### src/design/cache_pkg.sv
// Cache geometry, Wishbone burst codes, FSM state codes and address and line types for wb_dcache
package cache_pkg;

        // --------------------------------------------------
        // Geometry
        // --------------------------------------------------
        localparam int LINE_BYTES = 16;
        localparam int LINE_WORDS = LINE_BYTES / 4;
        localparam int NUM_LINES  = 16;
        localparam int WORD_SEL_W = $clog2(LINE_WORDS);
        localparam int INDEX_W    = $clog2(NUM_LINES);
        localparam int TAG_W      = 32 - INDEX_W - WORD_SEL_W - 2;

        // Wishbone cycle type identifiers
        localparam logic [2:0] CTI_BURST = 3'b010;
        localparam logic [2:0] CTI_EOB   = 3'b111;

        // Controller states
        localparam logic [1:0] ST_IDLE  = 2'd0;
        localparam logic [1:0] ST_EVICT = 2'd1;
        localparam logic [1:0] ST_FILL  = 2'd2;

        // Flat bus address, or split into cache fields
        typedef union packed {
                logic [31:0] flat;
                struct packed {
                        logic [TAG_W-1:0]      tag;
                        logic [INDEX_W-1:0]    index;
                        logic [WORD_SEL_W-1:0] word_sel;
                        logic [1:0]            byte_off;
                } f;
        } addr_u;

        // One cache line, word 0 at the lowest address
        typedef logic [LINE_WORDS-1:0][31:0] line_t;

endpackage

### src/design/wb_master_if.sv
// Wishbone master bundle between a line engine and the cache controller's bus mux
`timescale 1ns/1ns
interface wb_master_if;

        logic        cyc;
        logic        stb;
        logic        we;
        logic [31:0] adr;
        logic [31:0] dat_w;
        logic [3:0]  sel;
        logic [2:0]  cti;
        logic        ack;
        logic [31:0] dat_r;

        // Engine side
        modport master (output cyc, stb, we, adr, dat_w, sel, cti,
                        input  ack, dat_r);

        // Controller side, routes one engine to the bus
        modport ctrl (input  cyc, stb, we, adr, dat_w, sel, cti,
                      output ack, dat_r);

endinterface

### src/design/line_fill.sv
// Line fill engine, burst-reads one cache line from memory into a line buffer on i_start
`timescale 1ns/1ns
module line_fill import cache_pkg::*;
(
        input  logic               i_clk,
        input  logic               i_reset,
        input  logic               i_start,
        input  logic [31:0]        i_base,
        wb_master_if.master        bus,
        output logic               o_done,
        output line_t              o_line
);

logic                  active;
logic [WORD_SEL_W-1:0] beat;
logic                  last_beat;
addr_u                 base_q;
addr_u                 beat_adr;
line_t                 buf_q;

assign last_beat = (beat == WORD_SEL_W'(LINE_WORDS - 1));

// Word address of the current beat
always_comb
begin
        beat_adr            = base_q;
        beat_adr.f.word_sel = beat;
end

assign bus.cyc   = active;
assign bus.stb   = active;
assign bus.we    = 1'b0;
assign bus.adr   = beat_adr.flat;
assign bus.dat_w = '0;
assign bus.sel   = 4'hf;
assign bus.cti   = last_beat ? CTI_EOB : CTI_BURST;

assign o_line = buf_q;

// --------------------------------------------------
// Beat sequencing
// --------------------------------------------------
always_ff @(posedge i_clk)
begin
        if (i_reset)
        begin
                active <= 1'b0;
                beat   <= '0;
                o_done <= 1'b0;
        end
        else
        begin
                o_done <= active && bus.ack && last_beat;
                if (i_start)
                begin
                        active <= 1'b1;
                        beat   <= '0;
                end
                else if (active && bus.ack)
                begin
                        beat <= beat + 1'b1;
                        if (last_beat)
                        begin
                                active <= 1'b0;
                        end
                end
        end
end

// Base latch and line buffer capture
always_ff @(posedge i_clk)
begin
        if (i_start)
        begin
                base_q.flat <= i_base;
        end
        if (active && bus.ack)
        begin
                buf_q[beat] <= bus.dat_r;
        end
end

// A waiting beat keeps its request steady
a_fill_stable: assert property (@(posedge i_clk) disable iff (i_reset)
        bus.stb && !bus.ack |=> bus.stb && $stable(bus.adr) && $stable(bus.cti));

endmodule

### src/design/line_evict.sv
// Line evict engine, burst-writes one dirty victim line back to memory on i_start
`timescale 1ns/1ns
module line_evict import cache_pkg::*;
(
        input  logic               i_clk,
        input  logic               i_reset,
        input  logic               i_start,
        input  logic [31:0]        i_base,
        input  line_t              i_line,
        wb_master_if.master        bus,
        output logic               o_done
);

logic                  active;
logic [WORD_SEL_W-1:0] beat;
logic                  last_beat;
addr_u                 base_q;
addr_u                 beat_adr;
line_t                 line_q;

assign last_beat = (beat == WORD_SEL_W'(LINE_WORDS - 1));

always_comb
begin
        beat_adr            = base_q;
        beat_adr.f.word_sel = beat;
end

assign bus.cyc   = active;
assign bus.stb   = active;
assign bus.we    = 1'b1;
assign bus.adr   = beat_adr.flat;
assign bus.dat_w = line_q[beat];
assign bus.sel   = 4'hf;
assign bus.cti   = last_beat ? CTI_EOB : CTI_BURST;

always_ff @(posedge i_clk)
begin
        if (i_reset)
        begin
                active <= 1'b0;
                beat   <= '0;
                o_done <= 1'b0;
        end
        else
        begin
                o_done <= active && bus.ack && last_beat;
                if (i_start)
                begin
                        active <= 1'b1;
                        beat   <= '0;
                end
                else if (active && bus.ack)
                begin
                        beat <= beat + 1'b1;
                        if (last_beat)
                        begin
                                active <= 1'b0;
                        end
                end
        end
end

// Victim snapshot, store may change under us afterwards
always_ff @(posedge i_clk)
begin
        if (i_start)
        begin
                base_q.flat <= i_base;
                line_q      <= i_line;
        end
end

a_evict_stable: assert property (@(posedge i_clk) disable iff (i_reset)
        bus.stb && !bus.ack |=> bus.stb && $stable(bus.adr) && $stable(bus.cti));

endmodule

### src/design/cache_store.sv
// Direct-mapped line store with tag, valid and dirty bits, written by line fills and word writes
`timescale 1ns/1ns
module cache_store import cache_pkg::*;
(
        input  logic                  i_clk,
        input  logic                  i_reset,
        input  logic [INDEX_W-1:0]    i_index,
        input  logic                  i_fill_en,
        input  logic [TAG_W-1:0]      i_fill_tag,
        input  line_t                 i_fill_line,
        input  logic                  i_word_en,
        input  logic [WORD_SEL_W-1:0] i_word_sel,
        input  logic [31:0]           i_word_data,
        input  logic [3:0]            i_word_ben,
        output logic [TAG_W-1:0]      o_tag,
        output logic                  o_valid,
        output logic                  o_dirty,
        output line_t                 o_line
);

logic [TAG_W-1:0]     tag_mem  [NUM_LINES];
line_t                data_mem [NUM_LINES];
logic [NUM_LINES-1:0] valid_q;
logic [NUM_LINES-1:0] dirty_q;

// Combinational read of the addressed line
assign o_tag   = tag_mem[i_index];
assign o_valid = valid_q[i_index];
assign o_dirty = dirty_q[i_index];
assign o_line  = data_mem[i_index];

// Valid and dirty flags
always_ff @(posedge i_clk)
begin
        if (i_reset)
        begin
                valid_q <= '0;
                dirty_q <= '0;
        end
        else if (i_fill_en)
        begin
                valid_q[i_index] <= 1'b1;
                dirty_q[i_index] <= 1'b0;
        end
        else if (i_word_en)
        begin
                dirty_q[i_index] <= 1'b1;
        end
end

// Tag and data arrays
always_ff @(posedge i_clk)
begin
        if (i_fill_en)
        begin
                tag_mem[i_index]  <= i_fill_tag;
                data_mem[i_index] <= i_fill_line;
        end
        else if (i_word_en)
        begin
                for (int b = 0; b < 4; b++)
                begin
                        if (i_word_ben[b])
                        begin
                                data_mem[i_index][i_word_sel][8*b +: 8] <= i_word_data[8*b +: 8];
                        end
                end
        end
end

a_no_fill_and_write: assert property (@(posedge i_clk) disable iff (i_reset)
        !(i_fill_en && i_word_en));

endmodule

### src/design/cache_ctrl.sv
// Cache controller, hit detection, miss FSM, store update and routing of both line engines
`timescale 1ns/1ns
module cache_ctrl import cache_pkg::*;
(
        input  logic                  i_clk,
        input  logic                  i_reset,
        input  logic                  i_rd,
        input  logic                  i_wr,
        input  logic [31:0]           i_addr,
        input  logic [31:0]           i_wdata,
        input  logic [3:0]            i_ben,
        output logic [31:0]           o_rdata,
        output logic                  o_ack,
        output logic                  o_idle,
        output logic [INDEX_W-1:0]    o_index,
        input  logic [TAG_W-1:0]      i_tag,
        input  logic                  i_valid,
        input  logic                  i_dirty,
        input  line_t                 i_line,
        output logic                  o_fill_en,
        output logic [TAG_W-1:0]      o_fill_tag,
        output line_t                 o_fill_line,
        output logic                  o_word_en,
        output logic [WORD_SEL_W-1:0] o_word_sel,
        output logic [31:0]           o_word_data,
        output logic [3:0]            o_word_ben,
        output logic                  o_fill_start,
        output logic [31:0]           o_fill_base,
        input  logic                  i_fill_done,
        input  line_t                 i_fill_line,
        output logic                  o_evict_start,
        output logic [31:0]           o_evict_base,
        output line_t                 o_evict_line,
        input  logic                  i_evict_done,
        wb_master_if.ctrl             fill_bus,
        wb_master_if.ctrl             evict_bus,
        output logic                  o_wb_cyc,
        output logic                  o_wb_stb,
        output logic                  o_wb_we,
        output logic [31:0]           o_wb_adr,
        output logic [31:0]           o_wb_dat,
        output logic [3:0]            o_wb_sel,
        output logic [2:0]            o_wb_cti,
        input  logic                  i_wb_ack,
        input  logic [31:0]           i_wb_dat
);

logic [1:0] state;
logic       fill_start_q;
logic       write_q;
logic       req;
logic       hit;
logic       miss;
addr_u      req_adr;
addr_u      fill_adr;
addr_u      evict_adr;

// --------------------------------------------------
// Request decode and hit check
// --------------------------------------------------
assign req_adr.flat = i_addr;
assign req          = i_rd || i_wr;
assign hit          = i_valid && (i_tag == req_adr.f.tag);
assign miss         = (state == ST_IDLE) && req && !hit;

assign o_index = req_adr.f.index;
assign o_ack   = (state == ST_IDLE) && req && hit;
assign o_rdata = i_line[req_adr.f.word_sel];
assign o_idle  = (state == ST_IDLE);

// Write hit merges into the store at this edge
assign o_word_en   = o_ack && i_wr;
assign o_word_sel  = req_adr.f.word_sel;
assign o_word_data = i_wdata;
assign o_word_ben  = i_ben;

// Line bases for the new line and the victim
always_comb
begin
        fill_adr            = req_adr;
        fill_adr.f.word_sel = '0;
        fill_adr.f.byte_off = '0;
        evict_adr           = fill_adr;
        evict_adr.f.tag     = i_tag;
end

assign o_evict_start = miss && i_valid && i_dirty;
assign o_evict_base  = evict_adr.flat;
assign o_evict_line  = i_line;
assign o_fill_start  = (miss && !(i_valid && i_dirty)) || fill_start_q;
assign o_fill_base   = fill_adr.flat;

assign o_fill_en   = write_q;
assign o_fill_tag  = req_adr.f.tag;
assign o_fill_line = i_fill_line;

// --------------------------------------------------
// Miss FSM
// --------------------------------------------------
always_ff @(posedge i_clk)
begin
        if (i_reset)
        begin
                state        <= ST_IDLE;
                fill_start_q <= 1'b0;
                write_q      <= 1'b0;
        end
        else
        begin
                fill_start_q <= 1'b0;
                write_q      <= 1'b0;
                case (state)
                ST_IDLE:
                begin
                        if (miss)
                        begin
                                state <= (i_valid && i_dirty) ? ST_EVICT : ST_FILL;
                        end
                end
                ST_EVICT:
                begin
                        if (i_evict_done)
                        begin
                                state        <= ST_FILL;
                                fill_start_q <= 1'b1;
                        end
                end
                ST_FILL:
                begin
                        if (i_fill_done)
                        begin
                                write_q <= 1'b1;
                        end
                        // Store written this cycle, request hits next
                        if (write_q)
                        begin
                                state <= ST_IDLE;
                        end
                end
                default:
                begin
                        state <= ST_IDLE;
                end
                endcase
        end
end

// --------------------------------------------------
// Bus mux, the evict engine owns the bus while its cyc is up
// --------------------------------------------------
assign o_wb_cyc = evict_bus.cyc ? evict_bus.cyc   : fill_bus.cyc;
assign o_wb_stb = evict_bus.cyc ? evict_bus.stb   : fill_bus.stb;
assign o_wb_we  = evict_bus.cyc ? evict_bus.we    : fill_bus.we;
assign o_wb_adr = evict_bus.cyc ? evict_bus.adr   : fill_bus.adr;
assign o_wb_dat = evict_bus.cyc ? evict_bus.dat_w : fill_bus.dat_w;
assign o_wb_sel = evict_bus.cyc ? evict_bus.sel   : fill_bus.sel;
assign o_wb_cti = evict_bus.cyc ? evict_bus.cti   : fill_bus.cti;

assign evict_bus.ack   = i_wb_ack && evict_bus.cyc;
assign fill_bus.ack    = i_wb_ack && fill_bus.cyc && !evict_bus.cyc;
assign evict_bus.dat_r = i_wb_dat;
assign fill_bus.dat_r  = i_wb_dat;

a_one_engine: assert property (@(posedge i_clk) disable iff (i_reset)
        !(fill_bus.cyc && evict_bus.cyc));

endmodule

### src/design/wb_dcache.sv
// Top level of the write-back data cache, processor port in and Wishbone master port out
`timescale 1ns/1ns
module wb_dcache import cache_pkg::*;
(
        input  logic        i_clk,
        input  logic        i_reset,
        input  logic        i_rd,
        input  logic        i_wr,
        input  logic [31:0] i_addr,
        input  logic [31:0] i_wdata,
        input  logic [3:0]  i_ben,
        output logic [31:0] o_rdata,
        output logic        o_ack,
        output logic        o_idle,
        output logic        o_wb_cyc,
        output logic        o_wb_stb,
        output logic        o_wb_we,
        output logic [31:0] o_wb_adr,
        output logic [31:0] o_wb_dat,
        output logic [3:0]  o_wb_sel,
        output logic [2:0]  o_wb_cti,
        input  logic        i_wb_ack,
        input  logic [31:0] i_wb_dat
);

// Store side
logic [INDEX_W-1:0]    index;
logic [TAG_W-1:0]      tag;
logic                  valid;
logic                  dirty;
line_t                 line;
logic                  fill_en;
logic [TAG_W-1:0]      fill_tag;
line_t                 store_fill_line;
logic                  word_en;
logic [WORD_SEL_W-1:0] word_sel;
logic [31:0]           word_data;
logic [3:0]            word_ben;

// Engine control
logic                  fill_start;
logic [31:0]           fill_base;
logic                  fill_done;
line_t                 fill_line;
logic                  evict_start;
logic [31:0]           evict_base;
line_t                 evict_line;
logic                  evict_done;

wb_master_if fill_bus ();
wb_master_if evict_bus ();

cache_ctrl u_ctrl (
        .i_clk, .i_reset, .i_rd, .i_wr, .i_addr, .i_wdata, .i_ben,
        .o_rdata, .o_ack, .o_idle,
        .o_index      (index),
        .i_tag        (tag),
        .i_valid      (valid),
        .i_dirty      (dirty),
        .i_line       (line),
        .o_fill_en    (fill_en),
        .o_fill_tag   (fill_tag),
        .o_fill_line  (store_fill_line),
        .o_word_en    (word_en),
        .o_word_sel   (word_sel),
        .o_word_data  (word_data),
        .o_word_ben   (word_ben),
        .o_fill_start (fill_start),
        .o_fill_base  (fill_base),
        .i_fill_done  (fill_done),
        .i_fill_line  (fill_line),
        .o_evict_start(evict_start),
        .o_evict_base (evict_base),
        .o_evict_line (evict_line),
        .i_evict_done (evict_done),
        .fill_bus     (fill_bus.ctrl),
        .evict_bus    (evict_bus.ctrl),
        .o_wb_cyc, .o_wb_stb, .o_wb_we, .o_wb_adr, .o_wb_dat, .o_wb_sel, .o_wb_cti,
        .i_wb_ack, .i_wb_dat
);

cache_store u_store (
        .i_clk, .i_reset,
        .i_index    (index),
        .i_fill_en  (fill_en),
        .i_fill_tag (fill_tag),
        .i_fill_line(store_fill_line),
        .i_word_en  (word_en),
        .i_word_sel (word_sel),
        .i_word_data(word_data),
        .i_word_ben (word_ben),
        .o_tag      (tag),
        .o_valid    (valid),
        .o_dirty    (dirty),
        .o_line     (line)
);

line_fill u_fill (
        .i_clk, .i_reset,
        .i_start(fill_start),
        .i_base (fill_base),
        .bus    (fill_bus.master),
        .o_done (fill_done),
        .o_line (fill_line)
);

line_evict u_evict (
        .i_clk, .i_reset,
        .i_start(evict_start),
        .i_base (evict_base),
        .i_line (evict_line),
        .bus    (evict_bus.master),
        .o_done (evict_done)
);

endmodule

### config.mk
export PLATFORM = sky130hd
export DESIGN_NAME = wb_dcache
export DESIGN_NICKNAME = d
export VERILOG_FILES = /design/src/design/cache_pkg.sv /design/src/design/wb_master_if.sv /design/src/design/line_fill.sv /design/src/design/line_evict.sv /design/src/design/cache_store.sv /design/src/design/cache_ctrl.sv /design/src/design/wb_dcache.sv
export SDC_FILE = /design/constraint.sdc
export NUM_CORES = 2
export LEC_CHECK = 0
export BUFFER_PORTS_ARGS = -buffer_cell sky130_fd_sc_hd__buf_2
export CORE_MARGIN = 1
export CORE_UTILIZATION = 40
export CTS_CLUSTER_DIAMETER = 30
export DETAILED_ROUTE_END_ITERATION = 16
export PLACE_DENSITY_LB_ADDON = 0.12
export RECOVER_POWER = 50
export SYNTH_ARGS = -nofsm -noshare
export SYNTH_HDL_FRONTEND = slang
export SYNTH_SLANG_ARGS = --single-unit
### constraint.sdc
create_clock -name i_clk -period 18.39 [get_ports i_clk]
set_clock_uncertainty 0.1 [all_clocks]
set_input_delay 0.9195 -clock i_clk [delete_from_list [all_inputs] [get_ports i_clk]]
set_output_delay 0.9195 -clock i_clk [all_outputs]
set_load 0.01 [all_outputs]
==> out/metrics.yaml <==
post-route-period-util_pct: 69.7
switchingPower_mw: 3.76
p_clk_share_pct: 56.9
grt_pass1_wl_um: 443000
syn-cell-area_mm2: 0.110
power_leakage_nw: 43.8
crit_fanout: 72
hold_buffers: 0
critical_path.most_common_cell: "clkbuf_1"
crit_required_ps: 19130
reg2reg_slack_ps: 11480
yosysMostFrequentCell: "edfxtp_1"
initial_core_util_pct: 40.2
status: "finished, violations left"
worstMarginPinSlew_ps: 5630
clock.fmax_mhz: 78.0
period_minus_slack_ps: 12820
failed_checks: "capacitance limit, slew limit"
cts_max_level: 6
dr.pass1.iters: 5
rsz0062_at_grt: "false"
drt_iter0_markers: 4876
cts_made_buffers: 575
die-height_um: 526
crit-reg2reg-capture: "u_fill.o_line[40]"
cpPeakStageDelay_ps: 3870
worstHoldStart: "i_wb_dat[0]"
maxSlewHeadroom_pct: -275
synthTopCellsByCount: "edfxtp_1 (2744), mux4_2 (783), o31ai_1 (237)"
tns_ps: 0
core_mm2: 0.274
vias: 54782
critPathLaunchType: "input pin"
synth_top_cell_area_share_pct: 74.9
crit_family: "buffers and inverters"
finalNetCount: 5716
netlist_instances: 4934
async_flop_share_pct: 0
antenna_found_initial: 18
drv_slew: 1170
cp.arrival_ps: 13560
ys_seq_area_share_pct: 75.7
reg2reg_from: "u_evict.bus.cyc"
layout-drive-gt1-share_pct: 35.3
fin_area_mm2: 0.135
synth-edff-count: 2744
path_class: "in -> reg"
synth_cell_types: 60
irDropWorstVdd_uv: 92.6
grt_start_max_net_pins: 152
ys_top_cells_by_area: "edfxtp_1 (75%), mux4_2 (16%), mux2_2 (1.7%)"
worstHoldPathCells: 1
clockBufferDepth: 4
cts_root_buf: "clkbuf_16"
drc: 0
synth_top_cell_by_area: "edfxtp_1"
reg2reg_depth: 3
synth.avg_cell_area_um2: 22.3
clk_pin_slew_ps: 50
cp_num_buf_inv: 6
wl_per_cell_um: 32.6
wirelength_um: 316000
synth_seq_cells: 2788
grt_pass1_vias: 57502
hold_violations: 0
die_w_um: 526
hold_class: "in -> reg"
path_cells: "clkbuf_1 > buf_4 > clkbuf_1 > and3_1 > nand2_1 > buf_4 > inv_1 > clkbuf_1 > nor3_1 > a22o_1"
setup_viol: 0
clock_sinks: 2788
seqPwrFrac_pct: 39.7
cts_setup_buffers: 0
rows: 192
gr-total-overflow: 0
vias_per_cell: 5.66
io_pins: 213
gp_congestion: 0.774
clkLatencyLatePin_ps: 1000
p_int_mw: 13.8
power_density_mw_per_mm2: 130
synth-warning-count: 0
area_growth_pct: 22.9
dpl_cell_area_mm2: 0.117
end_kind: "flip-flop"
dp.final_hpwl_um: 195000
swShare_pct: 21.4
die_area_mm2: 0.277
cts_tree: "done"
pwr-share-comb_pct: 3.5
ctsResizeCount: 0
hold_path_end: "u_fill.o_line[0]"
slowest_stage: "clkbuf_1"
ant_nets: 0
grtUsageTotal_pct: 22.7
synth_flop_cell: "edfxtp_1"
drv_cap: 34
portBuffers: 203
==> cells by family after synthesis <==
kind of cell               share of synthesized area (%)
xor gates and xnor gates                           0.207
buffers and inverters                               1.38
adders and majority gates                         0.0569
other                                            0.00683
and+or+nand+nor                                     1.54
DFF                                                 75.7
AOI/OAI and AO/OA                                   2.54
muxes                                               18.5
==> how the worst max path moves through the flow <==
stage	start	end	slack [ps]	cells after the start
after detailed placement	i_addr[5]	o_rdata[9]	9900	10
after global placement	i_addr[5]	o_rdata[9]	9880	10
after global routing	i_addr[5]	flip-flop	4920	10
after CTS	i_addr[5]	o_rdata[9]	9900	10
after floorplan	i_addr[7]	u_evict.base_q[10]	3380	12
final	i_addr[5]	flip-flop	5570	10
==> metal layers <==
| layer | up-vias | track usage [%] | share of wire [%] |
|---|---|---|---|
| li1 | 22691 | - | - |
| met1 | 29679 | 29.8 | 41 |
| met2 | 1893 | 37.7 | 50 |
| met3 | 513 | 5.21 | 6.5 |
| met4 | 6 | 6.46 | 2.6 |
| met5 | - | 0 | 0.012 |
==> area by class of cell <==
type	count	area, µm²
repair buffers	419	2520
flip-flops and latches	2788	83300
inverters	29	116
well taps	3589	4490
diodes	6	15.0
fillers	22052	138000
clock buffers	682	15000
multi-input cells	1793	25900
clock inverters	366	3880
==> per-stage QoR <==
step	cells	utilization (%)	total power [mW]	worst slack [ps]	hold slack (ps)
after floorplan	4939	-	7.43	3380	335
after global placement	8618	42.6	7.69	9880	353
after detailed placement	8618	42.6	7.69	9900	359
after CTS	9666	49.5	17.7	9900	7.10
after global routing	9668	49.4	18.0	4920	138
final	9672	49.4	17.6	5570	183
==> state kept, by name, summed over array words and instances (netlist names), 16 cells and up, named ones only <==
name,count
u_fill.o_line,128
u_store.valid_q,16
u_store.data_mem,2048
u_evict.base_q,28
u_fill.base_q,28
u_evict.line_q,128
u_store.tag_mem,384
==> placed cells by master, fill, tap and decap left out, types with 22 or more instances in the layout <==
master and n:
nand2_2 24, o31ai_1 116, mux2_2 57, and2_0 24
clkbuf_16 585, dfxtp_1 42, nand3_1 36, mux2i_1 87
clkinv_2 84, mux4_2 783, nor2_1 91, o21ai_0 25
bufinv_16 55, a22oi_1 22, edfxtp_1 2744, mux2_1 111
buf_2 102, nand2_1 48, o31ai_2 121, clkbuf_1 208
inv_1 27, clkinvlp_4 29, a21oi_1 30, clkinv_4 31
buf_4 200, clkinv_1 116, and2_1 23
==> power by group through the flow <==
stage / combinational, mW / sequential (mW) / clock, mW
finish: 0.608 / 6.97 / 9.99
global route: 0.640 / 6.96 / 10.4
CTS: 0.617 / 6.96 / 10.1
detailed placement: 0.616 / 7.07 / 0
floorplan: 0.355 / 7.07 / 0
global placement: 0.612 / 7.07 / 0
Note: power is estimated with default switching activity, not from simulation.
